[config.mk]
export PLATFORM = sky130hd
export DESIGN_NAME = cad_top
export DESIGN_NICKNAME = d
export VERILOG_FILES = /design/src/hw/cad_pkg.sv /design/src/hw/cad_ctrl.sv /design/src/hw/cad_counter.sv /design/src/hw/cad_matrix_store.sv /design/src/hw/cad_mac.sv /design/src/hw/cad_serializer.sv /design/src/hw/cad_top.sv
export VERILOG_INCLUDE_DIRS = /design/src /design/src/include
export SDC_FILE = /design/constraint.sdc
export NUM_CORES = 2
export LEC_CHECK = 0
export BUFFER_PORTS_ARGS = -buffer_cell sky130_fd_sc_hd__buf_2
export CORE_MARGIN = 2
export CORE_UTILIZATION = 55
export DETAILED_ROUTE_END_ITERATION = 16
export PLACE_DENSITY_LB_ADDON = 0.25
export SYNTH_ARGS = -nofsm -noshare
export SYNTH_HDL_FRONTEND = slang
export SYNTH_SLANG_ARGS = --single-unit
[constraint.sdc]
create_clock -name clk -period 10 [get_ports clk]
set_input_delay 2 -clock clk [delete_from_list [all_inputs] [get_ports clk]]
set_output_delay 2 -clock clk [all_outputs]
set_load 0.02 [all_outputs]
[src/include/cad_defines.svh]
`ifndef CAD_DEFINES_SVH
`define CAD_DEFINES_SVH

// Image side, pixels per row and per column
`define CAD_IMG_SIZE 8

// Kernel side, also the number of multipliers
`define CAD_K_SIZE 5

// Signed pixel and weight width
`define CAD_PIX_W 8

// Accumulator and pooled result width
`define CAD_ACC_W 20

// Valid convolution output is CONV_SIZE x CONV_SIZE
`define CAD_CONV_SIZE 4

// One result per 2x2 pooling window
`define CAD_POOL_OUTS 4

`endif

[src/hw/cad_pkg.sv]
`default_nettype none

`include "cad_defines.svh"

package cad_pkg;

  typedef logic signed [`CAD_PIX_W-1:0] pixel_t;
  typedef logic signed [`CAD_ACC_W-1:0] acc_t;
  typedef logic [$clog2(`CAD_IMG_SIZE)-1:0] coord_t;
  typedef logic [$clog2(`CAD_K_SIZE)-1:0] krow_t;
  typedef logic [$clog2(`CAD_ACC_W)-1:0] bitcnt_t;

  // One-hot job states
  typedef enum logic [3:0] {
    IDLE        = 4'b0001,
    LOAD_IMG    = 4'b0010,
    LOAD_KERNEL = 4'b0100,
    PROCESS     = 4'b1000
  } cad_state_e;

  // Destination of the incoming byte
  typedef struct packed {
    logic   sel_kernel;
    coord_t row;
    coord_t col;
  } load_pos_t;

  // Scan step, follows its operands down the pipeline
  typedef struct packed {
    coord_t row;
    coord_t col;
    krow_t  krow;
    logic   first_krow;
    logic   last_krow;
    logic   pool_first;
    logic   pool_last;
  } scan_pos_t;

  // Operands of one kernel row
  typedef struct packed {
    pixel_t [`CAD_K_SIZE-1:0] pix;
    pixel_t [`CAD_K_SIZE-1:0] wgt;
  } mac_ops_t;

endpackage

`default_nettype wire

[src/hw/cad_ctrl.sv]
`default_nettype none

module cad_ctrl (
  input  wire                      clk,
  input  wire                      rst_n,
  input  wire                      in_valid,
  input  wire                      load_done,
  input  wire                      scan_done,
  output cad_pkg::cad_state_e      state
);

  import cad_pkg::*;

  cad_state_e state_nxt;

  // ------------------------------------------------------------------
  // Job sequencing
  // ------------------------------------------------------------------
  always_ff @(posedge clk or negedge rst_n)
  begin
    if (!rst_n)
    begin
      state <= IDLE;
    end
    else
    begin
      state <= state_nxt;
    end
  end

  always_comb
  begin
    state_nxt = state;
    unique case (state)
      IDLE:
      begin
        // First image byte arrives together with the leaving of idle
        if (in_valid)
          state_nxt = LOAD_IMG;
      end
      LOAD_IMG:
      begin
        if (load_done)
          state_nxt = LOAD_KERNEL;
      end
      LOAD_KERNEL:
      begin
        if (load_done)
          state_nxt = PROCESS;
      end
      PROCESS:
      begin
        if (scan_done)
          state_nxt = IDLE;
      end
      default:
      begin
        state_nxt = IDLE;
      end
    endcase
  end

endmodule

`default_nettype wire

[src/hw/cad_counter.sv]
`default_nettype none

`include "cad_defines.svh"

module cad_counter (
  input  wire                      clk,
  input  wire                      rst_n,
  input  wire cad_pkg::cad_state_e state,
  input  wire                      in_valid,
  output cad_pkg::load_pos_t       load_pos,
  output logic                     load_done,
  output cad_pkg::scan_pos_t       scan_pos,
  output logic                     scan_valid,
  output logic                     scan_done
);

  import cad_pkg::*;

  localparam coord_t IMG_LAST     = coord_t'(`CAD_IMG_SIZE - 1);
  localparam coord_t K_LAST       = coord_t'(`CAD_K_SIZE - 1);
  localparam krow_t  KROW_LAST    = krow_t'(`CAD_K_SIZE - 1);
  localparam coord_t WIN_COL_LAST = coord_t'(`CAD_CONV_SIZE - 2);
  localparam int     WIN_CNT_W    = $clog2(`CAD_POOL_OUTS);
  localparam logic [WIN_CNT_W-1:0] WIN_CNT_LAST = WIN_CNT_W'(`CAD_POOL_OUTS - 1);

  logic                 load_active;
  coord_t               load_last;
  krow_t                krow;
  logic                 pos_x;
  logic                 pos_y;
  coord_t               win_row;
  coord_t               win_col;
  logic [WIN_CNT_W-1:0] win_cnt;

  // ------------------------------------------------------------------
  // Load addressing, 8x8 image then 5x5 kernel
  // ------------------------------------------------------------------
  assign load_active = in_valid && (state inside {IDLE, LOAD_IMG, LOAD_KERNEL});
  assign load_last   = load_pos.sel_kernel ? K_LAST : IMG_LAST;
  assign load_done   = in_valid && (state inside {LOAD_IMG, LOAD_KERNEL})
                       && (load_pos.row == load_last) && (load_pos.col == load_last);

  always_ff @(posedge clk or negedge rst_n)
  begin
    if (!rst_n)
    begin
      load_pos <= '0;
    end
    else if (load_active)
    begin
      if (load_done)
      begin
        // Kernel follows the image, then back to image for the next job
        load_pos.sel_kernel <= (state == LOAD_IMG);
        load_pos.row        <= '0;
        load_pos.col        <= '0;
      end
      else if (load_pos.col == load_last)
      begin
        load_pos.col <= '0;
        load_pos.row <= load_pos.row + 1'b1;
      end
      else
      begin
        load_pos.col <= load_pos.col + 1'b1;
      end
    end
  end

  // ------------------------------------------------------------------
  // Scan order: kernel rows, then 2x2 positions, then windows
  // ------------------------------------------------------------------
  always_ff @(posedge clk or negedge rst_n)
  begin
    if (!rst_n)
    begin
      krow    <= '0;
      pos_x   <= 1'b0;
      pos_y   <= 1'b0;
      win_row <= '0;
      win_col <= '0;
      win_cnt <= '0;
    end
    else if (state != PROCESS)
    begin
      krow    <= '0;
      pos_x   <= 1'b0;
      pos_y   <= 1'b0;
      win_row <= '0;
      win_col <= '0;
      win_cnt <= '0;
    end
    else if (krow != KROW_LAST)
    begin
      krow <= krow + 1'b1;
    end
    else
    begin
      krow <= '0;
      if (pos_x && pos_y)
      begin
        pos_x   <= 1'b0;
        pos_y   <= 1'b0;
        win_cnt <= win_cnt + 1'b1;
        // Windows step by two across the conv output
        if (win_col == WIN_COL_LAST)
        begin
          win_col <= '0;
          win_row <= win_row + coord_t'(2);
        end
        else
        begin
          win_col <= win_col + coord_t'(2);
        end
      end
      else if (pos_x)
      begin
        pos_x <= 1'b0;
        pos_y <= 1'b1;
      end
      else
      begin
        pos_x <= 1'b1;
      end
    end
  end

  always_comb
  begin
    scan_pos.row        = win_row + coord_t'(pos_y);
    scan_pos.col        = win_col + coord_t'(pos_x);
    scan_pos.krow       = krow;
    scan_pos.first_krow = (krow == '0);
    scan_pos.last_krow  = (krow == KROW_LAST);
    scan_pos.pool_first = !pos_x && !pos_y;
    scan_pos.pool_last  = pos_x && pos_y;
  end

  assign scan_valid = (state == PROCESS);
  assign scan_done  = scan_valid && scan_pos.last_krow && scan_pos.pool_last
                      && (win_cnt == WIN_CNT_LAST);

endmodule

`default_nettype wire

[src/hw/cad_matrix_store.sv]
`default_nettype none

`include "cad_defines.svh"

module cad_matrix_store (
  input  wire                     clk,
  input  wire                     in_valid,
  input  wire cad_pkg::pixel_t    matrix,
  input  wire cad_pkg::load_pos_t load_pos,
  input  wire cad_pkg::scan_pos_t scan_pos,
  input  wire                     scan_valid,
  output cad_pkg::mac_ops_t       ops,
  output cad_pkg::scan_pos_t      ops_pos,
  output logic                    ops_valid
);

  import cad_pkg::*;

  pixel_t img_mem [`CAD_IMG_SIZE][`CAD_IMG_SIZE];
  pixel_t k_mem   [`CAD_K_SIZE][`CAD_K_SIZE];
  coord_t rd_row;

  // Image row under the current kernel row
  assign rd_row = scan_pos.row + coord_t'(scan_pos.krow);

  // Input bytes are dropped while the scan runs
  always_ff @(posedge clk)
  begin
    if (in_valid && !scan_valid)
    begin
      if (load_pos.sel_kernel)
        k_mem[load_pos.row][load_pos.col] <= matrix;
      else
        img_mem[load_pos.row][load_pos.col] <= matrix;
    end
  end

  // Five pixels and one kernel row per step
  always_ff @(posedge clk)
  begin
    if (scan_valid)
    begin
      for (int i = 0; i < `CAD_K_SIZE; i++)
      begin
        ops.pix[i] <= img_mem[rd_row][scan_pos.col + coord_t'(i)];
        ops.wgt[i] <= k_mem[scan_pos.krow][coord_t'(i)];
      end
    end
    ops_pos   <= scan_pos;
    ops_valid <= scan_valid;
  end

endmodule

`default_nettype wire

[src/hw/cad_mac.sv]
`default_nettype none

`include "cad_defines.svh"

module cad_mac (
  input  wire                     clk,
  input  wire                     rst_n,
  input  wire cad_pkg::mac_ops_t  ops,
  input  wire cad_pkg::scan_pos_t ops_pos,
  input  wire                     ops_valid,
  output logic                    pool_valid,
  output cad_pkg::acc_t           pool_max
);

  import cad_pkg::*;

  acc_t      row_prod;
  acc_t      row_sum;
  scan_pos_t sum_pos;
  logic      sum_valid;
  acc_t      acc;
  acc_t      full_sum;
  acc_t      run_max;
  acc_t      win_max;

  // ------------------------------------------------------------------
  // Stage 2: five signed products of one kernel row
  // ------------------------------------------------------------------
  always_comb
  begin
    row_prod = '0;
    for (int i = 0; i < `CAD_K_SIZE; i++)
    begin
      row_prod = row_prod
                 + acc_t'($signed(ops.pix[i])) * acc_t'($signed(ops.wgt[i]));
    end
  end

  always_ff @(posedge clk)
  begin
    row_sum <= row_prod;
    sum_pos <= ops_pos;
  end

  // ------------------------------------------------------------------
  // Row accumulation and 2x2 max pooling
  // ------------------------------------------------------------------
  assign full_sum = acc + row_sum;
  // First position of a window restarts the max
  assign win_max  = (sum_pos.pool_first || (full_sum > run_max)) ? full_sum : run_max;

  always_ff @(posedge clk)
  begin
    if (sum_valid)
    begin
      acc <= sum_pos.first_krow ? row_sum : full_sum;
      if (sum_pos.last_krow)
        run_max <= win_max;
    end
    pool_max <= win_max;
  end

  always_ff @(posedge clk or negedge rst_n)
  begin
    if (!rst_n)
    begin
      sum_valid  <= 1'b0;
      pool_valid <= 1'b0;
    end
    else
    begin
      sum_valid  <= ops_valid;
      pool_valid <= sum_valid && sum_pos.last_krow && sum_pos.pool_last;
    end
  end

endmodule

`default_nettype wire

[src/hw/cad_serializer.sv]
`default_nettype none

`include "cad_defines.svh"

module cad_serializer (
  input  wire                 clk,
  input  wire                 rst_n,
  input  wire                 pool_valid,
  input  wire cad_pkg::acc_t  pool_max,
  output logic                out_valid,
  output logic                out_value
);

  import cad_pkg::*;

  localparam bitcnt_t BIT_LAST = bitcnt_t'(`CAD_ACC_W - 1);

  acc_t    shift_q;
  bitcnt_t bit_cnt;

  // Remaining bits of the result, LSB first
  always_ff @(posedge clk)
  begin
    if (pool_valid)
      shift_q <= pool_max >> 1;
    else if (out_valid)
      shift_q <= shift_q >> 1;
  end

  always_ff @(posedge clk or negedge rst_n)
  begin
    if (!rst_n)
    begin
      out_valid <= 1'b0;
      out_value <= 1'b0;
      bit_cnt   <= '0;
    end
    else if (pool_valid)
    begin
      // New result takes over right after the last bit of the previous one
      out_valid <= 1'b1;
      out_value <= pool_max[0];
      bit_cnt   <= '0;
    end
    else if (out_valid)
    begin
      if (bit_cnt == BIT_LAST)
      begin
        out_valid <= 1'b0;
        out_value <= 1'b0;
      end
      else
      begin
        out_value <= shift_q[0];
        bit_cnt   <= bit_cnt + 1'b1;
      end
    end
  end

endmodule

`default_nettype wire

[src/hw/cad_top.sv]
`default_nettype none

module cad_top (
  input  wire                  clk,
  input  wire                  rst_n,
  input  wire                  in_valid,
  input  wire cad_pkg::pixel_t matrix,
  output logic                 out_valid,
  output logic                 out_value
);

  import cad_pkg::*;

  cad_state_e state;
  load_pos_t  load_pos;
  logic       load_done;
  scan_pos_t  scan_pos;
  logic       scan_valid;
  logic       scan_done;
  mac_ops_t   ops;
  scan_pos_t  ops_pos;
  logic       ops_valid;
  logic       pool_valid;
  acc_t       pool_max;

  // ------------------------------------------------------------------
  // Control
  // ------------------------------------------------------------------
  cad_ctrl u_ctrl (
    .clk       (clk),
    .rst_n     (rst_n),
    .in_valid  (in_valid),
    .load_done (load_done),
    .scan_done (scan_done),
    .state     (state)
  );

  cad_counter u_counter (
    .clk        (clk),
    .rst_n      (rst_n),
    .state      (state),
    .in_valid   (in_valid),
    .load_pos   (load_pos),
    .load_done  (load_done),
    .scan_pos   (scan_pos),
    .scan_valid (scan_valid),
    .scan_done  (scan_done)
  );

  // ------------------------------------------------------------------
  // Datapath: operand fetch, MAC and pooling, serial output
  // ------------------------------------------------------------------
  cad_matrix_store u_store (
    .clk        (clk),
    .in_valid   (in_valid),
    .matrix     (matrix),
    .load_pos   (load_pos),
    .scan_pos   (scan_pos),
    .scan_valid (scan_valid),
    .ops        (ops),
    .ops_pos    (ops_pos),
    .ops_valid  (ops_valid)
  );

  cad_mac u_mac (
    .clk        (clk),
    .rst_n      (rst_n),
    .ops        (ops),
    .ops_pos    (ops_pos),
    .ops_valid  (ops_valid),
    .pool_valid (pool_valid),
    .pool_max   (pool_max)
  );

  cad_serializer u_serializer (
    .clk        (clk),
    .rst_n      (rst_n),
    .pool_valid (pool_valid),
    .pool_max   (pool_max),
    .out_valid  (out_valid),
    .out_value  (out_value)
  );

endmodule

`default_nettype wire

[Word level (Yosys, flattened, before mapping)]
Memory sizes are Yosys's and may differ from the RTL's. A register that Yosys moved wholly into a read port is not among the register bits.
Index checks and enable logic that the tools add are counted.
Word-level totals
  flip-flop bits (word level): 181
  bits in writable memories: 712
  bits of input ports: 11
  output and inout bits: 2
  word-level logic and storage cells: 191
  memories: 2
Memory list
  u_store.img_mem: depth 8, width 64, rd ports 1, clocked after Yosys merged registers in 0, wr ports 1, line cad_matrix_store.sv:19  | pixel_t img_mem [`CAD_IMG_SIZE][`CAD_IMG_SIZE];
  u_store.k_mem: depth 5, width 40, rd ports 1, clocked after Yosys merged registers in 1, wr ports 1, line cad_matrix_store.sv:20  | pixel_t k_mem [`CAD_K_SIZE][`CAD_K_SIZE];
Operators by class
  add/subtract/negate cells: 19
  multiply operators: 5
  $lt $le $gt $ge: 8
  eq/ne operators: 18
  muxes and demuxes: 66
  bitwise operators: 6
  reductions and logical operators: 33
Operators by type and width (number)
  $bmux W8 S3: 5
  $add A20 B20 Y20: 5
  $mux W8: 11
  $mul A8 B8 Y16: 5
  $mux W64: 1
  $mux W20: 2
  $mux W40: 1
  $mux W19: 2
  $mux W3: 12
  $demux W8 S3: 1
  $ge A4 B4 Y1 const B: 6
  $not A3 Y4: 6
  $gt A20 B20 Y1: 1
  $mux W1: 18
  $mux W4: 4
  $pmux W4 S4: 1
  $mux W5: 3
  $logic_and A1 B1 Y1: 13
  $add A3 B1 Y3 const B: 4
  $add A3 B2 Y3 const B: 4
  $reduce_and A2 Y1: 6
  $ne A2 B2 Y1 const B: 5
  $reduce_bool A2 Y1: 5
  $mux W2: 4
  25 further kinds: 30

[Longest topological paths before layout]
  word-level depth: 7
  gate-level depth with buffers: 29
  gate-level depth less buffers: 29

[Hierarchy]
Synthesis repeated with hierarchy kept, for this count alone.
Second synthesis, totals
  cells, all modules: 3495
  area total of the unflattened synthesis: 52361.5 um2
Modules (own cells, without submodules)
  cad_matrix_store: instances 1, cells each 1534, area an instance 31893.1 um2
  cad_mac: instances 1, cells each 1760, area an instance 18049.8 um2
  cad_serializer: instances 1, cells each 75, area an instance 1153.6 um2
  cad_counter: instances 1, cells each 105, area an instance 1044.8 um2
  cad_ctrl: instances 1, cells each 21, area an instance 220.2 um2

[Worst setup path before layout]
OpenSTA, ideal clock, no wires.
  path kind: reg2reg
  start point: register u_store.ops[69] (netlist name)
  end point: register u_mac.row_sum[18]
  library setup time: 0.072 ns
  arrival time: 6.938 ns
  slack: 2.990 ns
  stages on the path, launching flop included: 28
  period minus slack after synthesis: 7.010 ns
  cells stage by stage: edfxtp_1 -> and2_1 -> fa_1 -> inv_1 -> fa_1 -> inv_1 -> fa_1 -> inv_1 -> fa_1 -> inv_1 -> ha_1 -> a21oi_1 -> nor2b_1 -> o21a_1 -> o41ai_1 -> xnor2_1 -> fa_1 -> inv_1 -> fa_1 -> inv_1 -> fa_1 -> ha_1 -> a21oi_1 -> o221ai_1 -> a211oi_1 -> a21bo_2 -> a21oi_1 -> xnor2_1
Between the ends
  word-level cells in the longest chain between the ends: 3
RTL lines
  $mul A8 B8 Y16: line cad_mac.sv:35  | + acc_t'($signed(ops.pix[i])) * acc_t'($signed(ops.wgt[i]));
  $add A20 B20 Y20 (2 in a row): line cad_mac.sv:35
  net u_mac.row_prod[18]: line cad_mac.sv:17  | acc_t row_prod;
  end signal, assigned: line cad_mac.sv:41  | row_sum <= row_prod;
  end, declared: line cad_mac.sv:18  | acc_t row_sum;
The timed path passes the listed nets, and every way through them passes these cells.
A chain may end at the register's enable or synchronous reset.

[Final worst setup path]
  start point: register u_store.ops[68] (netlist name)
  end point: register u_mac.row_sum[19]
Between the ends
  word-level cells in the longest chain between the ends: 3
RTL lines (line)
  $mul A8 B8 Y16: cad_mac.sv:35
  $add A20 B20 Y20 (2 in a row): cad_mac.sv:35
  net u_mac.row_prod[19]: cad_mac.sv:17
The timed path passes the listed nets, and every way through them passes these cells.

==> flow_summary.json <==
{
  "cp.required_ns": 10.53,
  "grt_max_degree": 117,
  "r2r_start": "u_store.ops[68]$_DFFE_PP_",
  "synth_area_um2": 53970,
  "dr.pass1.iters": 9,
  "yosysMostFrequentCell": "edfxtp_1",
  "grt_use_total_pct": 28.30,
  "holdWs_ns": 0.3230,
  "yosysUniqueCellTypes": 75,
  "syn_inst": 4068,
  "synth_top_area_share_pct": 47.35,
  "rsz0062_at_grt": "false",
  "async_flop_share_pct": 3.330,
  "ios": 13,
  "synth-main-ff-cell": "edfxtp_1",
  "min_period_ns": 7.661,
  "pwr_density_cell_nw_per_um2": 138.6,
  "die_w_um": 317.2,
  "synth_largest_area_cell": "edfxtp_1",
  "post-route-period-util_pct": 76.61,
  "worstSkewPairLatency_ns": 0.67,
  "finalNetCount": 4622,
  "clock_skew_ns": 0.02615,
  "cts_sinks": 931,
  "pwr-share-seq_pct": 54.3,
  "p_sw_share_pct": 22.60,
  "reg2reg_depth": 28,
  "ir_worst_vdd_v": 0.0001921,
  "setup-tns-final_ns": 0,
  "status": "finished clean",
  "p_sw_uw": 1821,
  "grt.overflow.total": 0,
  "critPathKind": "reg2reg",
  "power_uw": 8056,
  "antenna_left": 0,
  "rr_endpoint": "u_mac.row_sum[19]$_DFF_P_",
  "tightest_slew_ns": 1.359,
  "relSlewSlack_pct": 9.036,
  "cts_resized": 0,
  "cts_setup_buffers": 0,
  "holdCritPathClass": "reg2reg",
  "drt_iter0_drc": 3728,
  "hold_depth": 0,
  "core_area_um2": 96990,
  "drc": 0,
  "worstPathArrival_ns": 8.20,
  "cp_max_fo": 8,
  "grt_pass1_wl_mm": 209.0,
  "tritoncts": "built",
  "synthTopCellsByCount": "851 x edfxtp_1, 499 x inv_1, 327 x fa_1, 256 x nor2_1, 215 x ha_1",
  "avgSynthCellArea_um2": 13.27,
  "setup_viol": 0,
  "wl_per_cell_um": 26.10,
  "yosysSeqAreaShare_pct": 50.61,
  "drive_gt1_share_pct": 11.59,
  "timing.final.max_slew_violations": 0,
  "synth_area_leaders": "edfxtp_1 47%, fa_1 12%, ha_1 5.0%, mux4_2 4.5%, inv_1 3.5%",
  "die_area_um2": 100600,
  "synth_edf_count": 851,
  "dp_hpwl_mm": 102.1,
  "cap_violations": 0,
  "synth_seq_cells": 931,
  "vias_per_cell": 6.059,
  "port_buffers": 12,
  "syn_nets": 4621,
  "path_clk_slew_ns": 0.06,
  "cts-root-buf": "clkbuf_16",
  "die_h_um": 317.2,
  "fmax_mhz": 130.5,
  "vias": 32846,
  "slowest_delay_ns": 0.55,
  "p_leak_uw": 0.02163,
  "crit_path_top_delay_cell": "fa_1",
  "h-tree-depth": 3,
  "gp_congestion": 1.039,
  "min_from": "u_store.ops_pos[0]$_DFF_P_",
  "antenna_found_initial": 4,
  "grt_pass1_vias": 32243,
  "clkPwrFrac_pct": 40.6,
  "clockBufferDepth": 3,
  "reg2reg_slack_ns": 2.34,
  "hold_violations": 0,
  "hold_buffers": 0,
  "worst_setup_path_start_kind": "flop",
  "start_util_pct": 55.64,
  "num_rows": 114,
  "min_to": "u_mac.sum_pos[0]$_DFF_P_",
  "synth_warnings": 0,
  "routed_wl_mm": 141.5,
  "numCtsBuffers": 91,
  "end_kind": "flop",
  "pwr-share-comb_pct": 5.1,
  "syn_to_final_growth_pct": 7.683,
  "internal_power_uw": 6235
}
routing by layer:
metal  routed length [µm]  vias up  global-route usage, %
met2                67290     1360                  46.12
met1                57840    16534                  38.19
met5                   27        -                      0
li1                     -    14607                      -
met4                 6335        4                  10.95
met3                 9974      341                  4.878
registers in the layout, summed over array words and instances, names as in the netlist, 2 cells and up:
| name | count |
|---|---|
| u_store.ops | 80 |
| u_store.k_mem | 200 |
| u_serializer.shift_q | 19 |
| u_store.ops_pos | 4 |
| u_counter.win_row | 2 |
| u_mac.acc | 20 |
| u_counter.krow | 3 |
| u_store.img_mem | 512 |
| u_ctrl.state | 4 |
| u_mac.row_sum | 20 |
| u_counter.win_col | 2 |
| u_counter.win_cnt | 2 |
| u_counter.load_pos | 7 |
| u_mac.pool_max | 20 |
| u_mac.run_max | 20 |
| u_serializer.bit_cnt | 5 |
| u_mac.sum_pos | 4 |
worst max-delay path by stage:
| stage | start | to | slack [ns] | cells past startpoint |
|---|---|---|---|---|
| after floorplan | u_store.ops[69]$_DFFE_PP_ | u_mac.row_sum[18]$_DFF_P_ | 2.99 | 27 |
| after global placement | u_store.ops[67]$_DFFE_PP_ | u_mac.row_sum[18]$_DFF_P_ | 2.43 | 29 |
| after CTS | u_store.ops[68]$_DFFE_PP_ | u_mac.row_sum[19]$_DFF_P_ | 2.27 | 28 |
| after global routing | u_store.ops[67]$_DFFE_PP_ | u_mac.row_sum[19]$_DFF_P_ | 1.81 | 28 |
| final | u_store.ops[68]$_DFFE_PP_ | u_mac.row_sum[19]$_DFF_P_ | 2.34 | 28 |
| after detailed placement | u_store.ops[69]$_DFFE_PP_ | u_mac.row_sum[19]$_DFF_P_ | 2.33 | 26 |
area by class of cell:
type,instances,area [µm²]
well taps,1276,1597
multi-input cells,2504,24190
clock inverters,56,449.2
inverters,502,1886
clock buffers,110,2370
fillers,7549,38880
diodes,3,7.507
repair buffers,39,295.3
flip-flops and latches,931,27320
power by group through the flow:
| stage | clock network, µW | registers, µW | logic, µW |
|---|---|---|---|
| 3_5_place_dp | 0 | 4460 | 403 |
| 4_1_cts | 3320 | 4370 | 405 |
| 6_report | 3270 | 4380 | 408 |
| 3_3_place_gp | 0 | 4450 | 397 |
| 5_1_grt | 3470 | 4380 | 423 |
| 2_1_floorplan | 0 | 4420 | 204 |
kinds of logic after synthesis:
group,Yosys count,synth area share [%]
DFF,931,50.61
and+or+nand+nor,888,8.052
buffers and inverters,633,4.607
adders and majority gates,542,17.11
AOI/OAI and AO/OA,538,7.018
muxes,406,10.44
xor gates and xnor gates,130,2.161
stage by stage:
stage / util (%) / area [µm²] / setup slack (ns) / std cells
finish: 59.92 / 58110 / 2.339 / 5421
global route: 59.91 / 58110 / 1.805 / 5418
CTS: 59.91 / 58110 / 2.270 / 5418
detailed placement: 57.00 / 55290 / 2.329 / 5252
global placement: 57.00 / 55290 / 2.428 / 5252
floorplan: - / 53970 / 2.990 / 4068
cell usage in the layout (no fill, tap or decap), types with 18 or more instances in the layout:
master / count
nor2b_1: 27
clkbuf_16: 92
and2_1: 213
nor2_1: 255
mux2i_1: 132
nor3_1: 58
fa_1: 326
dfxtp_1: 49
nand2b_1: 31
buf_4: 34
a22o_1: 47
a21o_1: 24
inv_1: 498
o22ai_1: 80
xor2_1: 32
xnor2_1: 96
mux4_2: 109
a21oi_1: 90
nand3_1: 32
dfrtp_1: 27
ha_1: 214
o221a_2: 21
a222oi_1: 28
o21ai_0: 80
edfxtp_1: 851
mux2_2: 163
clkinv_1: 24
a211oi_1: 23
clkbuf_1: 18
nand2_1: 199
critical path, delay by kind of cell (launching register included):
family,cells,cell delay (ns)
and+or+nand+nor,3,0.44
buffers and inverters,6,0.27
xor gates and xnor gates,1,0.26
adders and majority gates,10,4.04
AOI/OAI and AO/OA,8,2.02
DFF,1,0.49
(Power assumes the default switching activity.)
